--- config.mk ---
export PLATFORM = sky130hd
export DESIGN_NAME = load_store_unit
export DESIGN_NICKNAME = d
export VERILOG_FILES = /design/src/source/rv_mem_pkg.sv /design/src/source/load_store_unit.sv
export SDC_FILE = /design/constraint.sdc
export NUM_CORES = 1
export LEC_CHECK = 0
export BUFFER_PORTS_ARGS = -buffer_cell sky130_fd_sc_hd__buf_2
export CORE_ASPECT_RATIO = 0.7
export CORE_MARGIN = 2
export CORE_UTILIZATION = 50
export DETAILED_ROUTE_END_ITERATION = 8
export PLACE_DENSITY_LB_ADDON = 0.2
export SYNTH_ARGS = -nofsm -noshare
export SYNTH_HDL_FRONTEND = slang
export SYNTH_SLANG_ARGS = --single-unit
--- constraint.sdc ---
create_clock -name clk -period 31.7 [get_ports clk]
set_input_delay 9.51 -clock clk [delete_from_list [all_inputs] [get_ports clk]]
set_output_delay 9.51 -clock clk [all_outputs]
set_load 0.01 [all_outputs]
--- src/verification/program.hex ---
// one 32-bit instruction word per line, little-endian in memory from address 0
// legal and illegal encodings mixed, comment gives the form
00000537 // lui
00000517 // auipc
0000006f // jal
00008067 // jalr f3 0
00009067 // jalr f3 1, illegal
00208463 // beq
00002083 // lw
00003083 // load f3 3, illegal
00002023 // sw
00003023 // store f3 3, illegal
00109093 // slli
40105093 // srai
40101093 // slli with f7 0x20, illegal
00000073 // ecall
30200073 // mret
00001073 // csrrw
00003073 // csrrc, illegal
ffffffff // illegal
00000013 // addi
00000033 // add

--- src/source/rv_mem_pkg.sv ---
/*
 * Shared constants and types for the fetch / load-store memory subsystem.
 * Bus widths, memory geometry, LFSR seed, RV32I opcodes and funct3 codes,
 * plus the access size and response encodings. Modules pull these in with
 * a wildcard import in their header.
 */
`default_nettype none

package rv_mem_pkg;

	localparam int XLEN           = 32;
	localparam int MEM_WORDS      = 256;
	localparam int MEM_IDX_BITS   = $clog2(MEM_WORDS);
	localparam logic [XLEN-1:0] RESET_PC = 32'h0000_0000;
	localparam int MAX_DELAY_BITS = 2;
	localparam logic [15:0] LFSR_SEED = 16'hace1;
	localparam string MEM_INIT_FILE = "/design/src/verification/program.hex";

	// rv32i major opcodes
	typedef enum logic [6:0] {
		OPC_LUI    = 7'b0110111,
		OPC_AUIPC  = 7'b0010111,
		OPC_JAL    = 7'b1101111,
		OPC_JALR   = 7'b1100111,
		OPC_BRANCH = 7'b1100011,
		OPC_LOAD   = 7'b0000011,
		OPC_STORE  = 7'b0100011,
		OPC_OP_IMM = 7'b0010011,
		OPC_OP     = 7'b0110011,
		OPC_SYSTEM = 7'b1110011
	} opcode_e;

	// whole-word system encodings
	localparam logic [XLEN-1:0] ECALL_WORD  = 32'h0000_0073;
	localparam logic [XLEN-1:0] EBREAK_WORD = 32'h0010_0073;
	localparam logic [XLEN-1:0] MRET_WORD   = 32'h3020_0073;

	localparam logic [2:0] F3_JALR      = 3'b000;
	localparam logic [2:0] F3_LB        = 3'b000;
	localparam logic [2:0] F3_LH        = 3'b001;
	localparam logic [2:0] F3_LW        = 3'b010;
	localparam logic [2:0] F3_LBU       = 3'b100;
	localparam logic [2:0] F3_LHU       = 3'b101;
	localparam logic [2:0] F3_SB        = 3'b000;
	localparam logic [2:0] F3_SH        = 3'b001;
	localparam logic [2:0] F3_SW        = 3'b010;
	localparam logic [2:0] F3_SLLI      = 3'b001;
	localparam logic [2:0] F3_SRLI_SRAI = 3'b101;
	localparam logic [6:0] F7_SHIFT_LOG = 7'b0000000;
	localparam logic [6:0] F7_SHIFT_ARI = 7'b0100000;
	localparam logic [2:0] F3_CSRRW     = 3'b001;
	localparam logic [2:0] F3_CSRRS     = 3'b010;

	typedef enum logic [1:0] {
		SZ_BYTE = 2'd0,
		SZ_HALF = 2'd1,
		SZ_WORD = 2'd2
	} acc_size_e;

	typedef enum logic [1:0] {
		RESP_OKAY   = 2'b00,
		RESP_SLVERR = 2'b10
	} bus_resp_e;

endpackage

`default_nettype wire
--- src/source/load_store_unit.sv ---
/*
 * Load/store unit for byte, half and word accesses. Requests go out word
 * aligned with byte strobes; load data is picked from its lane and sign or
 * zero extended. Misaligned accesses finish with ls_err_o set and never
 * touch the bus. ls_done_o pulses once per accepted ls_req_i.
 */
`timescale 1ns/1ps
`default_nettype none

module load_store_unit
	import rv_mem_pkg::*;
(
	input  logic              clk,
	input  logic              rst,
	input  logic              ls_req_i,
	input  logic              ls_we_i,
	input  acc_size_e         ls_size_i,
	input  logic              ls_unsigned_i,
	input  logic [XLEN-1:0]   ls_addr_i,
	input  logic [XLEN-1:0]   ls_wdata_i,
	output logic              ls_busy_o,
	output logic              ls_done_o,
	output logic [XLEN-1:0]   ls_rdata_o,
	output logic              ls_err_o,
	output logic              req_valid_o,
	output logic              req_we_o,
	output logic [XLEN-1:0]   req_addr_o,
	output logic [XLEN-1:0]   req_wdata_o,
	output logic [XLEN/8-1:0] req_wstrb_o,
	input  logic              req_ready_i,
	input  logic              rsp_valid_i,
	input  logic [XLEN-1:0]   rsp_data_i,
	input  logic [1:0]        rsp_resp_i,
	output logic              rsp_ready_o
);

	typedef enum logic [2:0] {
		LS_IDLE,
		LS_REQ,
		LS_WAIT,
		LS_MISALIGN,
		LS_DONE
	} ls_state_e;

	ls_state_e       state;
	acc_size_e       size_q;
	logic            unsigned_q;
	logic [1:0]      off_q;
	logic            misaligned;
	logic            accept;
	logic [XLEN-1:0] lane;
	logic [XLEN-1:0] load_val;

	assign accept     = ls_req_i && !ls_busy_o;
	assign misaligned = ((ls_size_i == SZ_HALF) && ls_addr_i[0]) ||
		((ls_size_i == SZ_WORD) && (ls_addr_i[1:0] != 2'b00));

	assign ls_busy_o   = (state != LS_IDLE);
	assign ls_done_o   = (state == LS_DONE);
	assign req_valid_o = (state == LS_REQ);
	assign rsp_ready_o = (state == LS_WAIT);

	// bring the addressed lane down to bit 0, then extend
	assign lane = rsp_data_i >> {off_q, 3'b000};

	always_comb begin
		case (size_q)
			SZ_BYTE: load_val = unsigned_q ? {{(XLEN-8){1'b0}}, lane[7:0]} :
				{{(XLEN-8){lane[7]}}, lane[7:0]};
			SZ_HALF: load_val = unsigned_q ? {{(XLEN-16){1'b0}}, lane[15:0]} :
				{{(XLEN-16){lane[15]}}, lane[15:0]};
			default: load_val = rsp_data_i;
		endcase
	end

	always_ff @(posedge clk) begin
		if (rst) begin
			state      <= LS_IDLE;
			ls_rdata_o <= '0;
			ls_err_o   <= 1'b0;
		end else begin
			case (state)
				LS_IDLE: begin
					if (accept) begin
						state      <= misaligned ? LS_MISALIGN : LS_REQ;
						ls_rdata_o <= '0;
						ls_err_o   <= 1'b0;
					end
				end
				LS_REQ: begin
					if (req_ready_i)
						state <= LS_WAIT;
				end
				LS_WAIT: begin
					if (rsp_valid_i) begin
						ls_err_o   <= (rsp_resp_i != RESP_OKAY);
						ls_rdata_o <= (rsp_resp_i != RESP_OKAY || req_we_o) ? '0 : load_val;
						state      <= LS_DONE;
					end
				end
				LS_MISALIGN: begin
					ls_err_o <= 1'b1;
					state    <= LS_DONE;
				end
				default: begin
					state <= LS_IDLE;
				end
			endcase
		end
	end

	// request payload, captured with the command
	always_ff @(posedge clk) begin
		if (accept) begin
			size_q      <= ls_size_i;
			unsigned_q  <= ls_unsigned_i;
			off_q       <= ls_addr_i[1:0];
			req_we_o    <= ls_we_i;
			req_addr_o  <= {ls_addr_i[XLEN-1:2], 2'b00};
			req_wdata_o <= ls_wdata_i << {ls_addr_i[1:0], 3'b000};
			case (ls_size_i)
				SZ_BYTE: req_wstrb_o <= 4'b0001 << ls_addr_i[1:0];
				SZ_HALF: req_wstrb_o <= 4'b0011 << ls_addr_i[1:0];
				default: req_wstrb_o <= 4'b1111;
			endcase
		end
	end

	a_misalign_quiet: assert property (@(posedge clk) disable iff (rst)
		accept && misaligned |=> !req_valid_o ##1 (!req_valid_o && ls_done_o && ls_err_o));

endmodule

`default_nettype wire

## Word-level counts from Yosys, hierarchy flattened

Index checks and enable logic that the tools add are counted.

| word-level totals | value |
|---|---|
| register bits | 108 |
| word-level logic and storage cells | 57 |

| cells by class | value |
|---|---|
| eq/ne operators | 10 |
| shifts and indexed selects | 4 |
| multiplexer cells | 16 |
| reduce and logical (&&, ||, !) cells | 17 |

Operators with widths:

| cell | count |
|---|---|
| 2-to-1 mux 32 bit | 5 |
| one-hot mux 32 bit (2 select lines) | 2 |
| << shifter 32 x 5 -> 32 bit | 1 |
| >> shifter 32 x 5 -> 16 bit | 1 |
| one-hot mux 3 bit (4 select lines) | 1 |
| 2-to-1 mux 3 bit | 3 |
| AND reduction 3 bit | 3 |
| one-hot mux 4 bit (2 select lines) | 1 |
| equality test 3 x 2 -> 1 bit (second input constant) | 2 |
| nonzero test 2 bit | 3 |
| nonzero test 3 bit | 2 |
| equality test 2 x 1 -> 1 bit (second input constant) | 2 |
| logical NOT 2 bit | 2 |
| != test 2 bit (second input constant) | 2 |
| << shifter 1 x 2 -> 4 bit (first input constant) | 1 |
| << shifter 2 x 2 -> 4 bit (first input constant) | 1 |
| equality test 3 x 1 -> 1 bit (second input constant) | 1 |
| equality test 3 bit (second input constant) | 1 |
| logical AND 1 bit | 3 |
| logical NOT 3 bit | 1 |
| one-hot mux 1 bit (3 select lines) | 1 |
| equality test 2 bit (second input constant) | 1 |
| logical OR 1 bit | 2 |
| 2-to-1 mux 1 bit | 2 |
| 3 further kinds | 3 |

## Logic depth before layout (Yosys ltp)

Gate-level depths: netlist of run 1.

| logic depth | value |
|---|---|
| depth in word-level cells | 6 |
| depth in mapped cells | 7 |
| mapped depth without buffers | 4 |

## Least setup slack after synthesis of run 1

OpenSTA, ideal clock, no wires.

| timing | value |
|---|---|
| path kind | input to register |
| from | input ls_req_i |
| to | register off_q[0], enable pin |
| data arrival time | 16.795 ns |
| setup slack | 14.201 ns |
| cell stages on the path | 1 |
| cell sequence | nor4b_1 |

| between the ends | value |
|---|---|
| cells in the longest elaborated chain, start to end | 1 |

Ends and longest elaborated chain:

| what | RTL line | source |
|---|---|---|
| from (decl) | load_store_unit.sv:15 | `input logic ls_req_i,` |
| logical AND 1 bit | load_store_unit.sv:54 | `assign accept = ls_req_i && !ls_busy_o;` |
| to (signal assigned) | load_store_unit.sv:117 | `off_q <= ls_addr_i[1:0];` |
| to (decl) | load_store_unit.sv:48 | `logic [1:0] off_q;` |

Every way passes these cells.
A chain may end at the register's enable or synchronous reset.

## Worst setup path after layout of run 1

| timing | value |
|---|---|
| from | input rsp_resp_i[1] |
| to | register ls_rdata_o[30] |

| between the ends | value |
|---|---|
| cells in the longest elaborated chain, start to end | 5 |

Ends and longest elaborated chain:

| what | RTL line | source |
|---|---|---|
| from (decl) | load_store_unit.sv:33 | `input logic [1:0] rsp_resp_i,` |
| nonzero test 2 bit | load_store_unit.sv:97 | `ls_rdata_o <= (rsp_resp_i != RESP_OKAY \|\| req_we_o) ? '0 : load_val;` |
| logical OR 1 bit | load_store_unit.sv:97 |  |
| 2-to-1 mux 32 bit | load_store_unit.sv:97 |  |
| 2-to-1 mux 32 bit | load_store_unit.sv:95 | `if (rsp_valid_i) begin` |
| one-hot mux 32 bit (2 select lines) | load_store_unit.sv:82 | `case (state)` |
| to (signal assigned) | load_store_unit.sv:97 |  |
| to (decl) | load_store_unit.sv:23 | `output logic [XLEN-1:0] ls_rdata_o,` |

Every way passes these cells. The select of a mux whose other input is x is not followed.

==> flow_metrics.env, run 1 <==
export IMPL_timing_final_setup_violations=0
export IMPL_cpLargestDelayFamily="simple AND/OR/NAND/NOR gates"
export IMPL_multi_input_area_sq_mm=0.001545
export IMPL_required_ns=31.99
export IMPL_fmax_mhz=90.90
export IMPL_ys_warn_count=0
export IMPL_syn_to_final_growth_pct=30.52
export IMPL_clockBufferDepth=2
export IMPL_wl_mm=12.12
export IMPL_row_count=29
export IMPL_antenna_found_initial=0
export IMPL_core_sq_mm=0.008999
export IMPL_path_class="in2reg"
export IMPL_yosysSeqAreaShare_pct=62.95
export IMPL_drtPass1Iterations=5
export IMPL_path_buf_inv=1
export IMPL_clk_latency_ns=0.34
export IMPL_gp_congestion=0.8676
export IMPL_slowest_delay_ns=0.63
export IMPL_holdCritPathClass="reg2reg"
export IMPL_r2r_cells=4
export IMPL_ys_flop_type="edfxtp_1"
export IMPL_netlist_area_sq_mm=0.004579
export IMPL_gr_total_overflow=0
export IMPL_rr_endpoint="ls_rdata_o[30]"
export IMPL_grt_pass1_wl_mm=18.93
export IMPL_synthCells=369
export IMPL_cpMaxStageDelayCell="and4b_1"
export IMPL_cts_root_buf="clkbuf_16"
export IMPL_synth_avg_cell_area_sq_um=12.41
export IMPL_status="finished, final reports clean"
export IMPL_stdcell_area_sq_mm=0.005977
export IMPL_startpoint_type="primary input"
export IMPL_cts_max_level=3
export IMPL_grt_pass1_vias=3443
export IMPL_cp_startpoint="rsp_resp_i[1]"
export IMPL_synth_edf_count=72
export IMPL_holdWs_ns=0.4535
export IMPL_tns_ns=0
export IMPL_ant_nets=0
export IMPL_dieWidth_microns=118.4
export IMPL_endpoint="ls_rdata_o[30]"
export IMPL_fin_skew_ns=0.003532
export IMPL_synth_seq_cells=108
export IMPL_drive_gt1_share_pct=41.51
export IMPL_vias_per_cell=5.475
export IMPL_crit_cells=5
export IMPL_end_kind="flop"
export IMPL_cts_tree="done"
export IMPL_grt_max_degree=73
export IMPL_routedWlPerCell_microns=17.43
export IMPL_period_minus_slack_ns=11.00
export IMPL_slew_headroom_pct=39.45
export IMPL_via_count=3805
export IMPL_p_leak_uw=0.002573
export IMPL_drcViolationCount=0
export IMPL_ir_worst_vdd_v=0.00003366
export IMPL_cts_clk_slew_worst_paths_ns=0.07
export IMPL_fin_nets=673
export IMPL_place_area_sq_mm=0.005683
export IMPL_crit_path_cell_trace="buf_2 -> or4_4 -> nor3_4 -> and4b_1 -> a221o_1"
export IMPL_postSynth_asyncResetShare_pct=0
export IMPL_fin_util_pct=66.42
export IMPL_drt_iter0_drc=523
export IMPL_antenna_cells=0
export IMPL_ctsResizeCount=0
export IMPL_dieArea_sq_mm=0.009953
export IMPL_slew_viol_final=0
export IMPL_num_fill_cells=740
export IMPL_place_hpwl_mm=8.980
export IMPL_grt_setup_unrepaired="false"
export IMPL_final_hold_viol_count=0
export IMPL_cp_arrival_ns=11.29
export IMPL_min_period_over_period_pct=34.70
export IMPL_synth_distinct_cells=43
export IMPL_post_cts_setup_buffers=0
export IMPL_cts_hold_buffers=0
export IMPL_numCtsBuffers=9
export IMPL_port_buffer_count=210
export IMPL_drv_cap=0
export IMPL_tightestPinTransition_ns=0.9082
export IMPL_initial_utilization_pct=50.89
export IMPL_path_max_fanout=16
export IMPL_r2r_start="off_q[1]"
export IMPL_grt_use_total_pct=24.60
export IMPL_cts_sinks=108
export IMPL_die_y_microns=84.07
export IMPL_p_per_area_mw_per_mm2=56.06
export IMPL_register_area_sq_mm=0.002883
export IMPL_io_pin_count=213
export IMPL_rrSetupSlack_ns=29.27
==> synthesized netlist by cell type (2+ instances only) <==
library cell / number / share of area, %
o21bai_1: 2 / 0.33
nor2_1: 22 / 1.8
inv_1: 7 / 0.57
o21ai_0: 13 / 1.4
a22oi_1: 7 / 1.1
a211oi_1: 8 / 1.3
nand3b_1: 9 / 1.5
nor2b_1: 9 / 1.2
a21oi_1: 25 / 2.7
clkbuf_1: 18 / 1.5
a221o_1: 16 / 3.5
buf_2: 3 / 0.33
nor3_1: 5 / 0.55
a31oi_1: 2 / 0.27
o211ai_1: 7 / 1.1
edfxtp_1: 72 / 47
dfxtp_1: 36 / 16
nand2b_1: 6 / 0.82
and2_1: 8 / 1.1
nand3_1: 8 / 0.87
buf_4: 3 / 0.49
nand2_1: 21 / 1.7
o221ai_1: 8 / 1.5
a2bb2oi_1: 8 / 1.5
mux2i_1: 25 / 5.5
or3_1: 2 / 0.27
buf_6: 2 / 0.49
buf_1: 2 / 0.16
==> metal layers <==
layer,track usage [%],share of wire [%]
met5,0,0
met4,7.468,1.8
met3,6.079,9.0
met2,35.42,44
met1,36.68,45
==> area by class of cell <==
type                       instances  area share, %
sequential                       108          48.23
clock inverter                     7          1.151
multi-input combinational        227          25.85
clock buffer                       9          3.768
inverter                           7         0.4396
timing repair buffer             213          17.96
tap                              124          2.596
==> worst reg2reg max path: cells and delay by family, from the launching register on <==
kind | cells | cell delay (ns)
DFF | 1 | 0.85
muxes | 1 | 0.63
and+or+nand+nor | 2 | 0.49
AOI/OAI and AO/OA | 1 | 0.36
==> flip-flops by register name, indices dropped and copies added (netlist names) <==
register	cells
ls_err_o	1
off_q	2
req_we_o	1
size_q	2
state	3
unsigned_q	1
ls_rdata_o	32
req_wstrb_o	4
req_wdata_o	32
req_addr_o	30
==> placed cells by master, fill, tap and decap left out, types with 8 or more instances in the layout <==
| master | synthesis | final |
|---|---|---|
| buf_2 | 3 | 210 |
| edfxtp_1 | 72 | 72 |
| dfxtp_1 | 36 | 36 |
| mux2i_1 | 25 | 25 |
| a21oi_1 | 25 | 25 |
| nor2_1 | 22 | 22 |
| nand2_1 | 21 | 21 |
| a221o_1 | 16 | 16 |
| o21ai_0 | 13 | 13 |
| nor2b_1 | 9 | 9 |
| nand3b_1 | 9 | 9 |
| clkbuf_16 | 0 | 9 |
| a211oi_1 | 8 | 8 |
| and2_1 | 8 | 8 |
| o221ai_1 | 8 | 8 |
| a2bb2oi_1 | 8 | 8 |
| nand3_1 | 8 | 8 |
==> where the power goes <==
group / switching (uW) / internal [uW] / leakage [uW] / total (uW)
sequential: 6.64 / 166 / 0.000978 / 172
clock: 53.9 / 55.4 / 0.000143 / 109
combinational: 32.6 / 21.0 / 0.00145 / 53.7
==> how the worst min path moves through the flow <==
stage,start,to,slack [ns],cells past startpoint
after floorplan,ls_rdata_o[0],ls_rdata_o[0],0.48,2
after global placement,ls_rdata_o[7],ls_rdata_o[7],0.44,2
final,ls_rdata_o[1],ls_rdata_o[1],0.45,2
after detailed placement,ls_rdata_o[1],ls_rdata_o[1],0.44,2
after CTS,ls_rdata_o[1],ls_rdata_o[1],0.45,2
after global routing,ls_rdata_o[6],ls_rdata_o[6],0.48,2
==> cell families (layout without fill, tap and decap cells) <==
kind of cell    count (synthesis)  count (layout)  share of synthesized area [%]
other cells                     1               2                        0.08189
simple gates                   98              98                          11.61
compound gates                100             100                          15.63
flops                         108             108                          62.95
buf+inv                        35             236                          3.524
mux                            27              27                          6.202
==> per-stage QoR <==
stage | worst slack [ns] | total power (uW) | cells
after floorplan | 14.20 | 206.7 | 370
after global placement | 20.41 | 227.8 | 679
after detailed placement | 20.36 | 229.0 | 679
after CTS | 20.71 | 337.9 | 695
after global routing | 20.57 | 348.9 | 695
final | 20.70 | 335.1 | 695
No activity file was read; power rests on OpenSTA's default activity.
==> run 2, diff against run 1 <==
--- a/config.mk
+++ b/config.mk
@@ -8,7 +8,7 @@
 export BUFFER_PORTS_ARGS = -buffer_cell sky130_fd_sc_hd__buf_2
 export CORE_ASPECT_RATIO = 0.7
 export CORE_MARGIN = 2
-export CORE_UTILIZATION = 50
+export CORE_UTILIZATION = 47
 export DETAILED_ROUTE_END_ITERATION = 8
 export PLACE_DENSITY_LB_ADDON = 0.2
 export SYNTH_ARGS = -nofsm -noshare
==> constraint.sdc (replaced) <==
create_clock -name clk -period 10.85 [get_ports clk]
set_input_delay 3.255 -clock clk [delete_from_list [all_inputs] [get_ports clk]]
set_output_delay 3.255 -clock clk [all_outputs]
set_load 0.01 [all_outputs]
==> flow_metrics.env, run 2 (same netlist as run 1, synthesis figures left out) <==
export IMPL_clk_latency_ns=0.34
export IMPL_ctsResizeCount=0
export IMPL_final_hold_viol_count=0
export IMPL_required_ns=11.13
export IMPL_p_sw_uw=254.1
export IMPL_dieArea_sq_mm=0.01056
export IMPL_gr_total_overflow=0
export IMPL_clockPowerShare_pct=34.2
export IMPL_num_fill_cells=810
export IMPL_dpl_worst_slack_ns=5.758
export IMPL_ant_nets=0
export IMPL_fin_nets=673
export IMPL_antenna_found_initial=0
export IMPL_tightestPinTransition_ns=0.8857
export IMPL_drcViolationCount=0
export IMPL_path_max_fanout=16
export IMPL_cts_tree="done"
export IMPL_drtPass1Iterations=4
export IMPL_fmax_mhz=209.9
export IMPL_ir_worst_vdd_v=0.0001393
export IMPL_end_kind="flop"
export IMPL_register_area_sq_mm=0.002883
export IMPL_internal_power_uw=748.5
export IMPL_p_seq_share_pct=50.2
export IMPL_via_count=3707
export IMPL_hp_start="ls_rdata_o[3]"
export IMPL_slew_viol_final=0
export IMPL_cts_hold_buffers=0
export IMPL_holdCritPathClass="reg2reg"
export IMPL_fin_skew_ns=0.005768
export IMPL_dieWidth_microns=122.0
export IMPL_timing_final_setup_violations=0
export IMPL_drt_iter0_drc=324
export IMPL_slew_headroom_pct=40.95
export IMPL_cts_clk_slew_worst_paths_ns=0.07
export IMPL_core_sq_mm=0.009572
export IMPL_path_class="in2reg"
export IMPL_io_pin_count=213
export IMPL_grt_pass1_wl_mm=18.04
export IMPL_multi_input_area_sq_mm=0.001554
export IMPL_mostFrequentLayoutCells="buf_2, edfxtp_1, dfxtp_1"
export IMPL_rrSetupSlack_ns=8.43
export IMPL_holdPathEnd="ls_rdata_o[3]"
export IMPL_hold_depth=2
export IMPL_row_count=30
export IMPL_syn_to_final_growth_pct=31.28
export IMPL_tns_ns=0
export IMPL_drive_gt1_share_pct=41.16
export IMPL_combPwrFrac_pct=15.5
export IMPL_p_per_area_mw_per_mm2=166.8
export IMPL_status="finished, final reports clean"
export IMPL_numCtsBuffers=9
export IMPL_place_hpwl_mm=8.739
export IMPL_gp_congestion=0.9073
export IMPL_cts_max_level=3
export IMPL_r2r_cells=4
export IMPL_grt_use_total_pct=22.53
export IMPL_initial_utilization_pct=47.84
export IMPL_antenna_cells=0
export IMPL_rr_endpoint="ls_rdata_o[27]"
export IMPL_cp_arrival_ns=5.04
export IMPL_grt_pass1_vias=3556
export IMPL_setup_slack_ns=6.086
export IMPL_grt_max_degree=73
export IMPL_vias_per_cell=5.303
export IMPL_min_period_over_period_pct=43.90
export IMPL_period_minus_slack_ns=4.764
export IMPL_layout_commonest_cell="buf_2"
export IMPL_p_leak_uw=0.002587
export IMPL_swShare_pct=25.34
export IMPL_port_buffer_count=210
export IMPL_die_y_microns=86.59
export IMPL_startpoint_type="primary input"
export IMPL_cts_root_buf="clkbuf_16"
export IMPL_drv_cap=0
export IMPL_top_regs="ls_rdata_o (32), req_wdata_o (32), req_addr_o (30)"
export IMPL_post_cts_setup_buffers=0
export IMPL_wl_mm=11.80
export IMPL_routedWlPerCell_microns=16.89
export IMPL_grt_setup_unrepaired="false"
export IMPL_cts_sinks=108
export IMPL_clockBufferDepth=2
export IMPL_r2r_start="off_q[1]"
-- run 2: cell types whose count changed in the layout (fill, tap and decap cells not counted), sizes merged --
| cell | before | now |
|---|---|---|
| clkinv | 3 | 1 |
| clkbuf | 9 | 10 |
| bufinv | 0 | 2 |
| inv | 10 | 9 |
-- run 2: final cells by class --
type	instances	share of cell area, %
Clock buffer	10	3.809
Timing Repair Buffer	213	17.86
Clock inverter	6	1.436
Inverter	7	0.4370
Tap cell	128	2.664
Multi-Input combinational cell	227	25.85
Sequential cell	108	47.95
-- run 2: through the flow --
| stage | std cells | hold WS, ns | utilization (%) | area, sq um | total power [uW] |
|---|---|---|---|---|---|
| 2_1_floorplan | 370 | 0.4762 | - | 4589 | 599.9 |
| 3_3_place_gp | 683 | 0.4344 | 59.52 | 5697 | 665.5 |
| 3_5_place_dp | 683 | 0.4420 | 59.52 | 5697 | 668.7 |
| 4_1_cts | 699 | 0.4515 | 62.81 | 6012 | 1011 |
| 5_1_grt | 699 | 0.4726 | 62.81 | 6012 | 1041 |
| 6_report | 699 | 0.4461 | 62.81 | 6012 | 1003 |
-- run 2: worst max path at each step --
stage	start	endpoint	slack, ns	cells past startpoint
after floorplan	ls_req_i	off_q[0]	3.09	1
after CTS	rsp_resp_i[1]	ls_rdata_o[22]	6.10	5
final	rsp_resp_i[1]	ls_rdata_o[27]	6.09	5
after detailed placement	rsp_resp_i[1]	ls_rdata_o[17]	5.76	5
after global routing	rsp_resp_i[1]	ls_rdata_o[27]	5.98	5
after global placement	rsp_resp_i[1]	ls_rdata_o[20]	5.81	5
-- run 2: power by group through the flow --
stage                     clock network [uW]  registers, uW  logic (uW)
after floorplan                            0            523        76.5
after global placement                     0            511         154
after detailed placement                   0            512         156
after CTS                                351            504         157
after global routing                     363            508         171
final                                    343            504         156
-- run 2: per-layer routing --
metal  global-route usage (%)  wire length (microns)  part of all wire (%)  vias to the layer above
li1                         -                      -                     -                     1797
met1                    31.57                   5240                    44                     1728
met2                    34.03                   5336                    45                      169
met3                    7.632                   1100                   9.3                       13
met4                    5.538                    127                   1.1                        0
met5                        0                      0                     0                        -
-- run 2: critical path, stage by stage --
cell and delay, ns:
buf_2 0.11, or4_4 0.57, nor3_4 0.27, and4b_1 0.63, a221o_1 0.21
==> run 3, diff against run 2 <==
==> constraint.sdc (replaced) <==
create_clock -name clk -period 4.8 [get_ports clk]
set_input_delay 1.44 -clock clk [delete_from_list [all_inputs] [get_ports clk]]
set_output_delay 1.44 -clock clk [all_outputs]
set_load 0.01 [all_outputs]
==> flow_metrics.env, run 3 (same netlist as run 1, synthesis figures left out) <==
export IMPL_syn_to_final_growth_pct=30.93
export IMPL_required_ns=5.08
export IMPL_antenna_cells=0
export IMPL_drcViolationCount=0
export IMPL_cts_root_buf="clkbuf_16"
export IMPL_power_uw=2221
export IMPL_crit_path_cell_trace="buf_2 -> or4_4 -> nor3_4 -> and4b_1 -> a221o_1"
export IMPL_globalRoute_busiestLayer="met2"
export IMPL_dieWidth_microns=122.0
export IMPL_layout_commonest_cell="buf_2"
export IMPL_cts_tree="done"
export IMPL_grt_pass1_wl_mm=17.93
export IMPL_post_cts_setup_buffers=0
export IMPL_drive_gt1_share_pct=41.51
export IMPL_place_hpwl_mm=8.745
export IMPL_row_count=30
export IMPL_holdCritPathClass="reg2reg"
export IMPL_place_area_sq_mm=0.005697
export IMPL_top_regs="ls_rdata_o (32), req_wdata_o (32), req_addr_o (30)"
export IMPL_ir_worst_vdd_v=0.0002515
export IMPL_path_class="in2reg"
export IMPL_grt_use_total_pct=22.07
export IMPL_tightestPinTransition_ns=0.8938
export IMPL_multi_input_area_sq_mm=0.001554
export IMPL_use_met2_pct=33.06
export IMPL_core_sq_mm=0.009572
export IMPL_routedWlPerCell_microns=16.73
export IMPL_num_fill_cells=801
export IMPL_vias_per_cell=5.351
export IMPL_gr_total_overflow=0
export IMPL_via_count=3740
export IMPL_port_buffer_count=210
export IMPL_drtPass1Iterations=4
export IMPL_grt_setup_unrepaired="false"
export IMPL_fmax_mhz=333.9
export IMPL_fin_skew_ns=0.003664
export IMPL_swShare_pct=26.12
export IMPL_min_period_over_period_pct=62.39
export IMPL_io_pin_count=213
export IMPL_drv_cap=0
export IMPL_p_seq_share_pct=51.2
export IMPL_dpl_worst_slack_ns=1.501
export IMPL_cpMaxStageDelayCell="and4b_1"
export IMPL_p_leak_uw=0.002582
export IMPL_wl_mm=11.69
export IMPL_clockPowerShare_pct=33.0
export IMPL_numCtsBuffers=9
export IMPL_register_area_sq_mm=0.002883
export IMPL_startpoint_type="primary input"
export IMPL_path_max_fanout=16
export IMPL_slew_headroom_pct=40.41
export IMPL_drt_iter0_drc=280
export IMPL_cts_hold_buffers=0
export IMPL_initial_utilization_pct=47.84
export IMPL_met3_usage_pct=6.974
export IMPL_dieArea_sq_mm=0.01056
export IMPL_period_minus_slack_ns=2.995
export IMPL_grt_pass1_vias=3499
export IMPL_cts_clk_slew_worst_paths_ns=0.07
export IMPL_p_per_area_mw_per_mm2=370.4
export IMPL_cts_max_level=3
export IMPL_slowest_delay_ns=0.66
export IMPL_status="finished, final reports clean"
export IMPL_gp_congestion=0.8812
export IMPL_antenna_found_initial=0
export IMPL_die_y_microns=86.59
export IMPL_tns_ns=0
export IMPL_grt_max_degree=73
export IMPL_end_kind="flop"
export IMPL_timing_final_setup_violations=0
export IMPL_cpLargestDelayFamily="simple AND/OR/NAND/NOR gates"
export IMPL_mostFrequentLayoutCells="buf_2, edfxtp_1, dfxtp_1"
export IMPL_path_buf_inv=1
export IMPL_internal_power_uw=1641
export IMPL_use_met1_pct=31.88
export IMPL_slew_viol_final=0
export IMPL_clockBufferDepth=2
export IMPL_ant_nets=0
export IMPL_cts_sinks=108
export IMPL_p_sw_uw=580.1
export IMPL_setup_slack_ns=1.805
export IMPL_clk_latency_ns=0.33
export IMPL_final_hold_viol_count=0
export IMPL_cp_arrival_ns=3.27
export IMPL_combPwrFrac_pct=15.8
export IMPL_stdcell_area_sq_mm=0.005996
export IMPL_fin_nets=673
export IMPL_ctsResizeCount=0
run 3: cell count changes in the layout (fill, tap and decap cells not counted), sizes merged:
cell / before / now
clkinv: 1 / 3
bufinv: 2 / 1
clkbuf: 10 / 9
run 3: per-layer routing:
layer	routed length, microns	part of all wire [%]
met5	0	0
met4	100	0.86
met3	1039	8.9
met2	5146	44
met1	5406	46
run 3: power groups by stage:
stage                     Clock, uW  Combinational, uW  Sequential [uW]
after floorplan                   0                175             1180
after global placement            0                349             1160
after detailed placement          0                352             1160
after CTS                       746                353             1140
after global routing            779                385             1150
final                           732                352             1140
run 3: area by class of cell:
class | count | area share (%)
Sequential cell | 108 | 48.08
Timing Repair Buffer | 213 | 17.90
Inverter | 7 | 0.4382
Tap cell | 128 | 2.671
Clock buffer | 9 | 3.756
Multi-Input combinational cell | 227 | 25.92
Clock inverter | 7 | 1.231
run 3: per-stage QoR:
stage	cells	util (%)	hold WS (ns)
2_1_floorplan	370	-	0.4762
3_3_place_gp	683	59.52	0.4353
3_5_place_dp	683	59.52	0.4419
4_1_cts	699	62.64	0.4509
5_1_grt	699	62.64	0.4678
6_report	699	62.64	0.4490
run 3: worst min-delay path, stage by stage, from the launching register on:
cell	delay (ns)
dfxtp_1	0.31
nand2_1	0.05
a21oi_1	0.05
run 3: final timing paths:
| path | startpoint | endpoint | slack, ns | cells after the start |
|---|---|---|---|---|
| worst max-delay path | rsp_resp_i[1] | ls_rdata_o[30] | 1.81 | 5 |
| worst min-delay path | ls_rdata_o[3] | ls_rdata_o[3] | 0.45 | 2 |
| worst max register to register | off_q[1] | ls_rdata_o[30] | 2.38 | 4 |
| worst min register to register | ls_rdata_o[3] | ls_rdata_o[3] | 0.45 | 2 |
